--- config.mk ---
export PLATFORM = sky130hd
export DESIGN_NAME = fetch_unit
export DESIGN_NICKNAME = d
export VERILOG_FILES = /design/src/fetch_pkg.sv /design/src/fetch_bus_port.sv /design/src/branch_predictor.sv /design/src/pc_gen.sv /design/src/fetch_out_queue.sv /design/src/fetch_unit.sv
export SDC_FILE = /design/constraint.sdc
export NUM_CORES = 2
export LEC_CHECK = 0
export BUFFER_PORTS_ARGS = -buffer_cell sky130_fd_sc_hd__buf_2
export CORE_UTILIZATION = 30
export CTS_CLUSTER_SIZE = 24
export DETAILED_ROUTE_END_ITERATION = 6
export GPL_TIMING_DRIVEN = 0
export PLACE_DENSITY_LB_ADDON = 0.05
export SETUP_SLACK_MARGIN = 0.15
export SYNTH_ARGS = -nofsm -noshare
export SYNTH_HDL_FRONTEND = slang
export SYNTH_HIERARCHICAL = 1
export SYNTH_SLANG_ARGS = --single-unit
export TNS_END_PERCENT = 50
--- constraint.sdc ---
create_clock -name CLK -period 5.55 [get_ports CLK]
set_clock_uncertainty 0.2 [all_clocks]
set_input_delay 0.2775 -clock CLK [delete_from_list [all_inputs] [get_ports CLK]]
set_output_delay 0.2775 -clock CLK [all_outputs]
set_load 0.005 [all_outputs]
--- src/fetch_pkg.sv ---
package fetch_pkg;

  // Address and instruction word
  typedef logic [31:0] word_t;

  // First fetch address out of reset
  localparam word_t RESET_PC = 32'h200;

  // BTB geometry
  // Index from PC bits 5:2, tag from bits 31:6
  localparam int BTB_ENTRIES = 16;
  localparam int BTB_IDX_W = 4;
  localparam int BTB_TAG_W = 26;

  // Output packet FIFO
  localparam int QUEUE_DEPTH = 4;
  localparam int QUEUE_PTR_W = $clog2(QUEUE_DEPTH);

  // Credits granted by the execute stage
  localparam int EXEC_CREDITS = 4;
  // Wide enough to hold the full grant
  localparam int CREDIT_W = $clog2(EXEC_CREDITS + 1);

  // Set when the bus delivers little-endian words
  localparam logic BUS_LITTLE_ENDIAN = 1'b1;

  // Fetch FSM
  // HALT only after a misaligned PC, left by redirect
  typedef enum logic {
    FETCH_RUN,
    FETCH_HALT
  } fetch_state_e;

  // 2-bit saturating counter
  // Upper bit set means predict taken
  typedef enum logic [1:0] {
    STRONG_NT,
    WEAK_NT,
    WEAK_T,
    STRONG_T
  } ctr_e;

endpackage

--- src/fetch_bus_port.sv ---
module fetch_bus_port (
  input  logic              CLK,
  input  logic              nRST,
  input  fetch_pkg::word_t  req_addr,
  input  logic              req_en,
  input  logic              flush,
  output fetch_pkg::word_t  imem_addr,
  output logic              imem_ren,
  input  logic              imem_busy,
  input  fetch_pkg::word_t  imem_rdata,
  output logic              req_done,
  output logic              resp_valid,
  output fetch_pkg::word_t  resp_instr
);

  // Goes high one cycle after reset release
  logic bus_armed;
  // Returned word in core byte order
  fetch_pkg::word_t rdata_fixed;

  always_ff @(posedge CLK, negedge nRST) begin
    if (!nRST) begin
      bus_armed <= 1'b0;
    end else begin
      bus_armed <= 1'b1;
    end
  end

  // Address follows the PC, may move while busy
  assign imem_addr = req_addr;
  assign imem_ren  = req_en & bus_armed;

  // Access completes when not busy
  assign req_done = imem_ren & ~imem_busy;

  // Endianness correction
  generate
    if (fetch_pkg::BUS_LITTLE_ENDIAN) begin : g_swap
      assign rdata_fixed = {imem_rdata[7:0], imem_rdata[15:8],
                            imem_rdata[23:16], imem_rdata[31:24]};
    end else begin : g_noswap
      assign rdata_fixed = imem_rdata;
    end
  endgenerate

  // One-cycle response pulse
  // Flush in the completing cycle drops it here
  always_ff @(posedge CLK, negedge nRST) begin
    if (!nRST) begin
      resp_valid <= 1'b0;
    end else begin
      resp_valid <= req_done & ~flush;
    end
  end

  // Payload register
  always_ff @(posedge CLK) begin
    if (req_done) begin
      resp_instr <= rdata_fixed;
    end
  end

  // Only word-aligned reads ever reach the bus
  assert property (@(posedge CLK) disable iff (!nRST)
    imem_ren |-> (imem_addr[1:0] == 2'b00));

endmodule

--- src/branch_predictor.sv ---
module branch_predictor (
  input  logic              CLK,
  input  logic              nRST,
  input  fetch_pkg::word_t  lookup_pc,
  output logic              predict_taken,
  output fetch_pkg::word_t  target_addr,
  input  logic              update_en,
  input  fetch_pkg::word_t  resolve_pc,
  input  fetch_pkg::word_t  resolve_target,
  input  logic              resolve_taken
);

  // Per-entry state
  logic [fetch_pkg::BTB_ENTRIES-1:0] valid;
  logic [fetch_pkg::BTB_TAG_W-1:0]   tag_mem [fetch_pkg::BTB_ENTRIES];
  fetch_pkg::word_t                  tgt_mem [fetch_pkg::BTB_ENTRIES];
  fetch_pkg::ctr_e                   ctr_mem [fetch_pkg::BTB_ENTRIES];

  logic [fetch_pkg::BTB_IDX_W-1:0] lk_idx;
  logic [fetch_pkg::BTB_TAG_W-1:0] lk_tag;
  logic                            lk_hit;
  logic [fetch_pkg::BTB_IDX_W-1:0] up_idx;
  logic [fetch_pkg::BTB_TAG_W-1:0] up_tag;
  logic                            up_hit;

  // Lookup side, word index above the two low bits
  assign lk_idx = lookup_pc[fetch_pkg::BTB_IDX_W+1:2];
  assign lk_tag = lookup_pc[31:fetch_pkg::BTB_IDX_W+2];
  assign lk_hit = valid[lk_idx] && (tag_mem[lk_idx] == lk_tag);

  // Taken for WEAK_T and STRONG_T
  assign predict_taken = lk_hit && ctr_mem[lk_idx][1];
  assign target_addr   = tgt_mem[lk_idx];

  // Resolve side
  assign up_idx = resolve_pc[fetch_pkg::BTB_IDX_W+1:2];
  assign up_tag = resolve_pc[31:fetch_pkg::BTB_IDX_W+2];
  assign up_hit = valid[up_idx] && (tag_mem[up_idx] == up_tag);

  // One saturating step toward the outcome
  function automatic fetch_pkg::ctr_e ctr_step(input fetch_pkg::ctr_e c, input logic taken);
    fetch_pkg::ctr_e n;
    case (c)
      fetch_pkg::STRONG_NT: n = taken ? fetch_pkg::WEAK_NT : fetch_pkg::STRONG_NT;
      fetch_pkg::WEAK_NT:   n = taken ? fetch_pkg::WEAK_T : fetch_pkg::STRONG_NT;
      fetch_pkg::WEAK_T:    n = taken ? fetch_pkg::STRONG_T : fetch_pkg::WEAK_NT;
      default:              n = taken ? fetch_pkg::STRONG_T : fetch_pkg::WEAK_T;
    endcase
    return n;
  endfunction

  // Valid bits, allocation on a taken miss
  always_ff @(posedge CLK, negedge nRST) begin
    if (!nRST) begin
      valid <= '0;
    end else if (update_en && !up_hit && resolve_taken) begin
      valid[up_idx] <= 1'b1;
    end
  end

  // Entry contents
  always_ff @(posedge CLK) begin
    if (update_en) begin
      if (up_hit) begin
        ctr_mem[up_idx] <= ctr_step(ctr_mem[up_idx], resolve_taken);
        // Keep old target on a not-taken resolve
        if (resolve_taken) begin
          tgt_mem[up_idx] <= resolve_target;
        end
      end else if (resolve_taken) begin
        // Fresh entry starts weakly taken
        tag_mem[up_idx] <= up_tag;
        tgt_mem[up_idx] <= resolve_target;
        ctr_mem[up_idx] <= fetch_pkg::WEAK_T;
      end
    end
  end

endmodule

--- src/pc_gen.sv ---
module pc_gen (
  input  logic              CLK,
  input  logic              nRST,
  input  logic              redirect,
  input  fetch_pkg::word_t  redirect_target,
  output logic              req_en,
  output fetch_pkg::word_t  req_addr,
  input  logic              req_done,
  input  logic              resp_valid,
  input  fetch_pkg::word_t  resp_instr,
  output fetch_pkg::word_t  lookup_pc,
  input  logic              predict_taken,
  input  fetch_pkg::word_t  target_addr,
  input  logic              queue_full,
  output logic              push,
  output fetch_pkg::word_t  push_pc,
  output fetch_pkg::word_t  push_pc4,
  output fetch_pkg::word_t  push_instr,
  output logic              push_pred,
  output logic              push_mal
);

  fetch_pkg::fetch_state_e state;
  fetch_pkg::word_t        pc;
  fetch_pkg::word_t        npc;
  // PC and prediction of the access being serviced
  fetch_pkg::word_t        serv_pc;
  logic                    serv_pred;
  logic                    pc_aligned;
  logic                    slot_free;
  logic                    mal_push;

  assign pc_aligned = (pc[1:0] == 2'b00);

  // Room for a packet and no response waiting to be pushed
  assign slot_free = (state == fetch_pkg::FETCH_RUN) && !resp_valid && !queue_full;

  assign req_en   = slot_free && pc_aligned;
  assign mal_push = slot_free && !pc_aligned;
  assign req_addr = pc;

  // BTB is looked up with the current PC
  assign lookup_pc = pc;
  assign npc = predict_taken ? target_addr : pc + 32'd4;

  // PC register and fetch FSM
  always_ff @(posedge CLK, negedge nRST) begin
    if (!nRST) begin
      pc    <= fetch_pkg::RESET_PC;
      state <= fetch_pkg::FETCH_RUN;
    end else if (redirect) begin
      pc    <= redirect_target;
      state <= fetch_pkg::FETCH_RUN;
    end else if (req_done) begin
      pc <= npc;
    end else if (mal_push) begin
      // Hold PC, wait for a redirect
      state <= fetch_pkg::FETCH_HALT;
    end
  end

  // Prediction sampled at completion travels with the packet
  always_ff @(posedge CLK) begin
    if (req_done) begin
      serv_pc   <= pc;
      serv_pred <= predict_taken;
    end
  end

  // Packet build, response and misaligned push never overlap
  assign push       = resp_valid | mal_push;
  assign push_pc    = resp_valid ? serv_pc : pc;
  assign push_pc4   = push_pc + 32'd4;
  assign push_instr = resp_valid ? resp_instr : '0;
  assign push_pred  = resp_valid & serv_pred;
  assign push_mal   = mal_push;

  // Issue rule must keep the FIFO from overflowing
  assert property (@(posedge CLK) disable iff (!nRST)
    push |-> !queue_full);

endmodule

--- src/fetch_out_queue.sv ---
module fetch_out_queue (
  input  logic              CLK,
  input  logic              nRST,
  input  logic              flush,
  input  logic              push,
  input  fetch_pkg::word_t  push_pc,
  input  fetch_pkg::word_t  push_pc4,
  input  fetch_pkg::word_t  push_instr,
  input  logic              push_pred,
  input  logic              push_mal,
  output logic              queue_full,
  input  logic              credit_return,
  output logic              out_valid,
  output fetch_pkg::word_t  out_pc,
  output fetch_pkg::word_t  out_pc4,
  output fetch_pkg::word_t  out_instr,
  output logic              out_pred,
  output logic              out_mal
);

  // Packet storage
  fetch_pkg::word_t pc_mem    [fetch_pkg::QUEUE_DEPTH];
  fetch_pkg::word_t pc4_mem   [fetch_pkg::QUEUE_DEPTH];
  fetch_pkg::word_t instr_mem [fetch_pkg::QUEUE_DEPTH];
  logic             pred_mem  [fetch_pkg::QUEUE_DEPTH];
  logic             mal_mem   [fetch_pkg::QUEUE_DEPTH];

  logic [fetch_pkg::QUEUE_PTR_W-1:0] wr_ptr;
  logic [fetch_pkg::QUEUE_PTR_W-1:0] rd_ptr;
  logic [fetch_pkg::QUEUE_PTR_W:0]   count;
  logic [fetch_pkg::CREDIT_W-1:0]    credits;
  logic                              wr_en;

  assign queue_full = (count == fetch_pkg::QUEUE_DEPTH);
  assign wr_en      = push && !flush;

  // Head goes out when a credit is held
  assign out_valid = (count != '0) && (credits != '0);
  assign out_pc    = pc_mem[rd_ptr];
  assign out_pc4   = pc4_mem[rd_ptr];
  assign out_instr = instr_mem[rd_ptr];
  assign out_pred  = pred_mem[rd_ptr];
  assign out_mal   = mal_mem[rd_ptr];

  // Flush resets pointers and fill level
  always_ff @(posedge CLK, negedge nRST) begin
    if (!nRST) begin
      wr_ptr <= '0;
      rd_ptr <= '0;
      count  <= '0;
    end else if (flush) begin
      wr_ptr <= '0;
      rd_ptr <= '0;
      count  <= '0;
    end else begin
      if (wr_en) begin
        wr_ptr <= wr_ptr + 1'b1;
      end
      if (out_valid) begin
        rd_ptr <= rd_ptr + 1'b1;
      end
      case ({wr_en, out_valid})
        2'b10:   count <= count + 1'b1;
        2'b01:   count <= count - 1'b1;
        default: count <= count;
      endcase
    end
  end

  always_ff @(posedge CLK) begin
    if (wr_en) begin
      pc_mem[wr_ptr]    <= push_pc;
      pc4_mem[wr_ptr]   <= push_pc4;
      instr_mem[wr_ptr] <= push_instr;
      pred_mem[wr_ptr]  <= push_pred;
      mal_mem[wr_ptr]   <= push_mal;
    end
  end

  // Credit counter ignores flush
  // Send and return in one cycle cancel out
  always_ff @(posedge CLK, negedge nRST) begin
    if (!nRST) begin
      credits <= fetch_pkg::CREDIT_W'(fetch_pkg::EXEC_CREDITS);
    end else begin
      case ({credit_return, out_valid})
        2'b10:   credits <= credits + 1'b1;
        2'b01:   credits <= credits - 1'b1;
        default: credits <= credits;
      endcase
    end
  end

  // Execute never returns more than it was given
  assert property (@(posedge CLK) disable iff (!nRST)
    credits <= fetch_pkg::EXEC_CREDITS);

  // Writer holds off while the FIFO is full
  assert property (@(posedge CLK) disable iff (!nRST)
    wr_en |-> !queue_full);

endmodule

--- src/fetch_unit.sv ---
module fetch_unit (
  input  logic              CLK,
  input  logic              nRST,
  // Instruction bus
  output fetch_pkg::word_t  imem_addr,
  output logic              imem_ren,
  input  logic              imem_busy,
  input  fetch_pkg::word_t  imem_rdata,
  // Redirect and resolve from execute
  input  logic              redirect,
  input  fetch_pkg::word_t  redirect_target,
  input  fetch_pkg::word_t  resolve_pc,
  input  logic              resolve_taken,
  input  fetch_pkg::word_t  resolve_target,
  // Packet link to execute
  input  logic              credit_return,
  output logic              out_valid,
  output fetch_pkg::word_t  out_pc,
  output fetch_pkg::word_t  out_pc4,
  output fetch_pkg::word_t  out_instr,
  output logic              out_pred,
  output logic              out_mal
);

  // Request and response
  fetch_pkg::word_t req_addr;
  logic             req_en;
  logic             req_done;
  logic             resp_valid;
  fetch_pkg::word_t resp_instr;
  // Predictor
  fetch_pkg::word_t lookup_pc;
  logic             predict_taken;
  fetch_pkg::word_t target_addr;
  // Packet push
  logic             queue_full;
  logic             push;
  fetch_pkg::word_t push_pc;
  fetch_pkg::word_t push_pc4;
  fetch_pkg::word_t push_instr;
  logic             push_pred;
  logic             push_mal;

  fetch_bus_port bus_port_i (
    .CLK        (CLK),
    .nRST       (nRST),
    .req_addr   (req_addr),
    .req_en     (req_en),
    .flush      (redirect),
    .imem_addr  (imem_addr),
    .imem_ren   (imem_ren),
    .imem_busy  (imem_busy),
    .imem_rdata (imem_rdata),
    .req_done   (req_done),
    .resp_valid (resp_valid),
    .resp_instr (resp_instr)
  );

  // Trained by the same pulse that redirects
  branch_predictor predictor_i (
    .CLK            (CLK),
    .nRST           (nRST),
    .lookup_pc      (lookup_pc),
    .predict_taken  (predict_taken),
    .target_addr    (target_addr),
    .update_en      (redirect),
    .resolve_pc     (resolve_pc),
    .resolve_target (resolve_target),
    .resolve_taken  (resolve_taken)
  );

  pc_gen pc_gen_i (
    .CLK             (CLK),
    .nRST            (nRST),
    .redirect        (redirect),
    .redirect_target (redirect_target),
    .req_en          (req_en),
    .req_addr        (req_addr),
    .req_done        (req_done),
    .resp_valid      (resp_valid),
    .resp_instr      (resp_instr),
    .lookup_pc       (lookup_pc),
    .predict_taken   (predict_taken),
    .target_addr     (target_addr),
    .queue_full      (queue_full),
    .push            (push),
    .push_pc         (push_pc),
    .push_pc4        (push_pc4),
    .push_instr      (push_instr),
    .push_pred       (push_pred),
    .push_mal        (push_mal)
  );

  fetch_out_queue out_queue_i (
    .CLK           (CLK),
    .nRST          (nRST),
    .flush         (redirect),
    .push          (push),
    .push_pc       (push_pc),
    .push_pc4      (push_pc4),
    .push_instr    (push_instr),
    .push_pred     (push_pred),
    .push_mal      (push_mal),
    .queue_full    (queue_full),
    .credit_return (credit_return),
    .out_valid     (out_valid),
    .out_pc        (out_pc),
    .out_pc4       (out_pc4),
    .out_instr     (out_instr),
    .out_pred      (out_pred),
    .out_mal       (out_mal)
  );

endmodule

==> summary.txt <==
Floorplanning
  – Row count: 167
  – Core Box Area: 207000 um2
  – Die width: 458 um
  – Die Area: 210000 um2
  – DIE HEIGHT: 458 um
  – Starting Density: 0.302
  – Num ports: 266

Layout
  – Commonest cells after routing, fill and taps aside: edfxtp_1 (1417), mux4_2 (504), buf_2 (291)
  – Area Growth Syn to Fin: 21.9%
  – Finished Cell Area: 76100 um2
  – Filler Cells Inserted: 19.1k
  – Number of nets in the layout: 3908
  – Utilization after layout: 0.368
  – Share of layout cells above drive strength 1: 0.357
  – Commonest non-fill, non-tap cell in the layout: edfxtp_1

STA
  – Slew Viols, Final: 0
  – Final setup margin: -0.00605 ns
  – Fmax: 180 MHz
  – Min Tclk post-route: 5.56 ns
  – Worst slew margin: 0.105
  – Final cycle utilization of the critical path: 1.00
  – Worst slew pin tran: 1.34 ns
  – Final setup fails: 3
  – Final hold vios: 0
  – RSZ-0062 raised after global routing: true
  – Final hold slack: 0.123 ns

Drt
  – 1st-iter DRT viols: 2719
  – Top sig layer: met5
  – Total number of vias: 33.9k
  – Wire length per cell: 31.7 um
  – Antenna Nets Post-Route: 0
  – Via density: 5.13
  – WL met1: 87600 um
  – Met3 Wirelength: 8940 um
  – Metal2 WL: 107000 um
  – Final wirelength: 209000 um
  – Initial DRT Pass Iterations: 5
  – # DRC: 0

Yosys
  – Synth top area share: 0.682
  – Post-synth cell types: 87
  – Synth area leaders: edfxtp_1 (68%), mux4_2 (18%), dfrtp_1 (2.4%)
  – Syn nets: 3207
  – Synthesized instance count: 3064
  – Area leader, netlist: edfxtp_1
  – Seq/Total Area, Yosys: 0.706
  – Post-synth top flop: edfxtp_1
  – Post-synthesis register bit count: 1478
  – Post-synth EDFFs: 1417
  – YS warnings: 6
  – Ys async rst share: 0.0413
  – Synth Cell Area: 62400 um2
  – Syn Area/Cell: 20.4 um2

Pwr
  – Total internal power: 21.0 mW
  – Psw: 7.49 mW
  – Combinational fraction of design power: 0.168
  – Clk pwr share: 0.373
  – Sequential group share of total power: 0.458
  – Pwr Total: 28.5 mW
  – Sw Share: 0.263
  – IR Drop Worst-Case VDD: 340 uV
  – Pwr dens: 374 nW/um2
  – Leakage power: 24.9 nW

Clock network
  – Clock transition at path regs: 0.05 ns
  – CTS sink count: 1478
  – Root Driver: clkbuf_16
  – H-tree levels: 4
  – Clock tree buffer depth: 3
  – CTS tree: done
  – Total CTS buffers: 171
  – Worst-Skew Late Latency: 0.81 ns

Global routing
  – Initial antenna violation count: 16
  – GRT Overall Usage: 0.200
  – Vias in the first global route: 36.4k
  – First-pass GRT wire length: 291000 um
  – Grt total ovfl: 0
  – Largest net degree at the start of global routing: 60

Worst setup path
  – CP Class: primary input to flip-flop
  – Critical Path End Type: flip-flop
  – Worst EP required: 5.86 ns
  – Critical Path Fanout Max: 10
  – Crit path launch type: primary input
  – Arr. time, crit path: 5.87 ns

Run status
  – Failing checks: setup timing
  – Status: complete, but fails checks

Hold path
  – Hold Path Class: primary input to flip-flop

Job
  – Max-cap violations: 0

Placement
  – Buffers on Ports: 259
  – Post-DP HPWL: 148000 um
  – Placer Congestion: 0.821
  – Placed cell area: 69100 um2
[power by group through the flow]
stage | sequential (mW) | combinational, mW | clock [mW]
final | 13.0 | 4.79 | 10.6
after global routing | 13.1 | 5.14 | 11.3
after detailed placement | 13.3 | 4.83 | 0
after CTS | 13.0 | 4.96 | 11.0
after floorplan | 13.2 | 2.68 | 0
after global placement | 13.3 | 4.70 | 0
[Yosys cell counts (4+ instances only)]
library cell / n
a211oi_1: 6
a21o_1: 19
a21oi_1: 19
a21oi_2: 16
a22o_1: 4
a31oi_1: 21
and2_1: 49
and3_1: 5
buf_1: 35
buf_2: 31
buf_4: 79
buf_6: 6
clkbuf_1: 88
dfrtp_1: 59
edfxtp_1: 1417
ha_1: 7
inv_1: 33
mux2_2: 29
mux2i_1: 51
mux4_2: 504
nand2_1: 107
nand2b_1: 14
nand3_1: 38
nand4_1: 19
nand4_2: 4
nor2_1: 63
nor2b_1: 29
nor3_1: 35
nor3b_1: 6
nor4_1: 7
o211ai_1: 6
o21ai_0: 44
o21ai_1: 4
o221ai_1: 20
o22ai_1: 10
o31ai_1: 5
xnor2_1: 46
xor2_1: 54
[kinds of logic (layout without fill, tap and decap cells)]
kind of cell	Yosys count	after routing	share of synthesized area
adders and majority gates	9	9	0.00204
and+or+nand+nor	406	406	0.0353
xor gates and xnor gates	100	100	0.0140
muxes	586	586	0.196
AOI/OAI and AO/OA	208	208	0.0241
DFF	1478	1478	0.706
buffers and inverters	276	1112	0.0227
other	1	2	0.0000601
[area by class of cell]
type                    instances  area, um2  area share
diodes                          1       2.50   0.0000329
plain buffers                 240       1410      0.0185
clock buffers                 214       4510      0.0593
repair buffers                528       4640      0.0610
multi-input cells            1310      17200       0.226
clock inverters                94        734     0.00965
inverters                      36        135     0.00178
well taps                    2704       3380      0.0445
flip-flops and latches       1478      44100       0.579
[repair_timing]
action | 4_1_cts | 5_1_grt
hold buffers | 161 | 0
endpoints found under the hold margin | 1112 | 0
gates resized for setup | 65 | 11
endpoints found under the setup margin | 206 | 114
gates cloned | 0 | 0
buffers inserted | 2 | 0
pin swaps | 1 | 0
[flip-flops by register name, summed over array words and instances (netlist names), 16 cells and up]
name                   count
out_queue_i/pc_mem       128
out_queue_i/instr_mem    128
pc_gen_i/lookup_pc        32
bus_port_i/resp_instr     32
predictor_i/tag_mem      416
pc_gen_i/serv_pc          32
predictor_i/tgt_mem      512
out_queue_i/pc4_mem      128
predictor_i/valid         16
predictor_i/ctr_mem       32
[worst paths after layout]
check | depth (start not counted) | slack [ns] | startpoint | to
setup / recovery | 12 | -0.006 | resolve_pc[4] | predictor_i/tag_mem[13][24]$_DFFE_PP_
hold / removal | 4 | 0.12 | redirect_target[24] | pc_gen_i/lookup_pc[24]$_DFFE_PN0P_
setup reg to reg | 14 | 0.31 | pc_gen_i/lookup_pc[2]$_DFFE_PN0P_ | pc_gen_i/lookup_pc[10]$_DFFE_PN0P_
hold reg to reg | 1 | 0.29 | predictor_i/valid[7]$_DFFE_PN0P_ | predictor_i/valid[7]$_DFFE_PN0P_
max in group asynchronous | 4 | 4.20 | nRST | pc_gen_i/lookup_pc[9]$_DFFE_PN1P_
min in group asynchronous | 3 | 0.27 | nRST | out_queue_i/credits[0]$_DFFE_PN0P_
[routing by layer]
layer  up-vias  global-route usage
met5         -                   0
met3       265              0.0298
met1     18474               0.256
met2       964               0.347
met4         6              0.0628
li1      14149                   -
[critical path: stages]
cell             delay [ns]
buf_2                  0.28
clkdlybuf4s15_2        0.64
clkdlybuf4s15_1        0.83
buf_1                  0.81
a211oi_1               0.08
o311ai_0               0.97
nor4_4                 0.19
buf_2                  0.28
nor3_2                 0.83
buf_6                  0.27
buf_6                  0.19
buf_6                  0.16
[per-stage QoR]
step | setup WS, ns | cells | TNS [ns]
2_1_floorplan | 0.426 | 3064 | 0
3_3_place_gp | -5.89 | 6027 | -4587.68
3_5_place_dp | -2.68 | 6133 | -392.81
4_1_cts | 0.161 | 6604 | 0
5_1_grt | -0.00653 | 6605 | -0.00653
6_report | -0.00605 | 6605 | -0.00947
No activity file was read; power rests on OpenSTA's default activity.
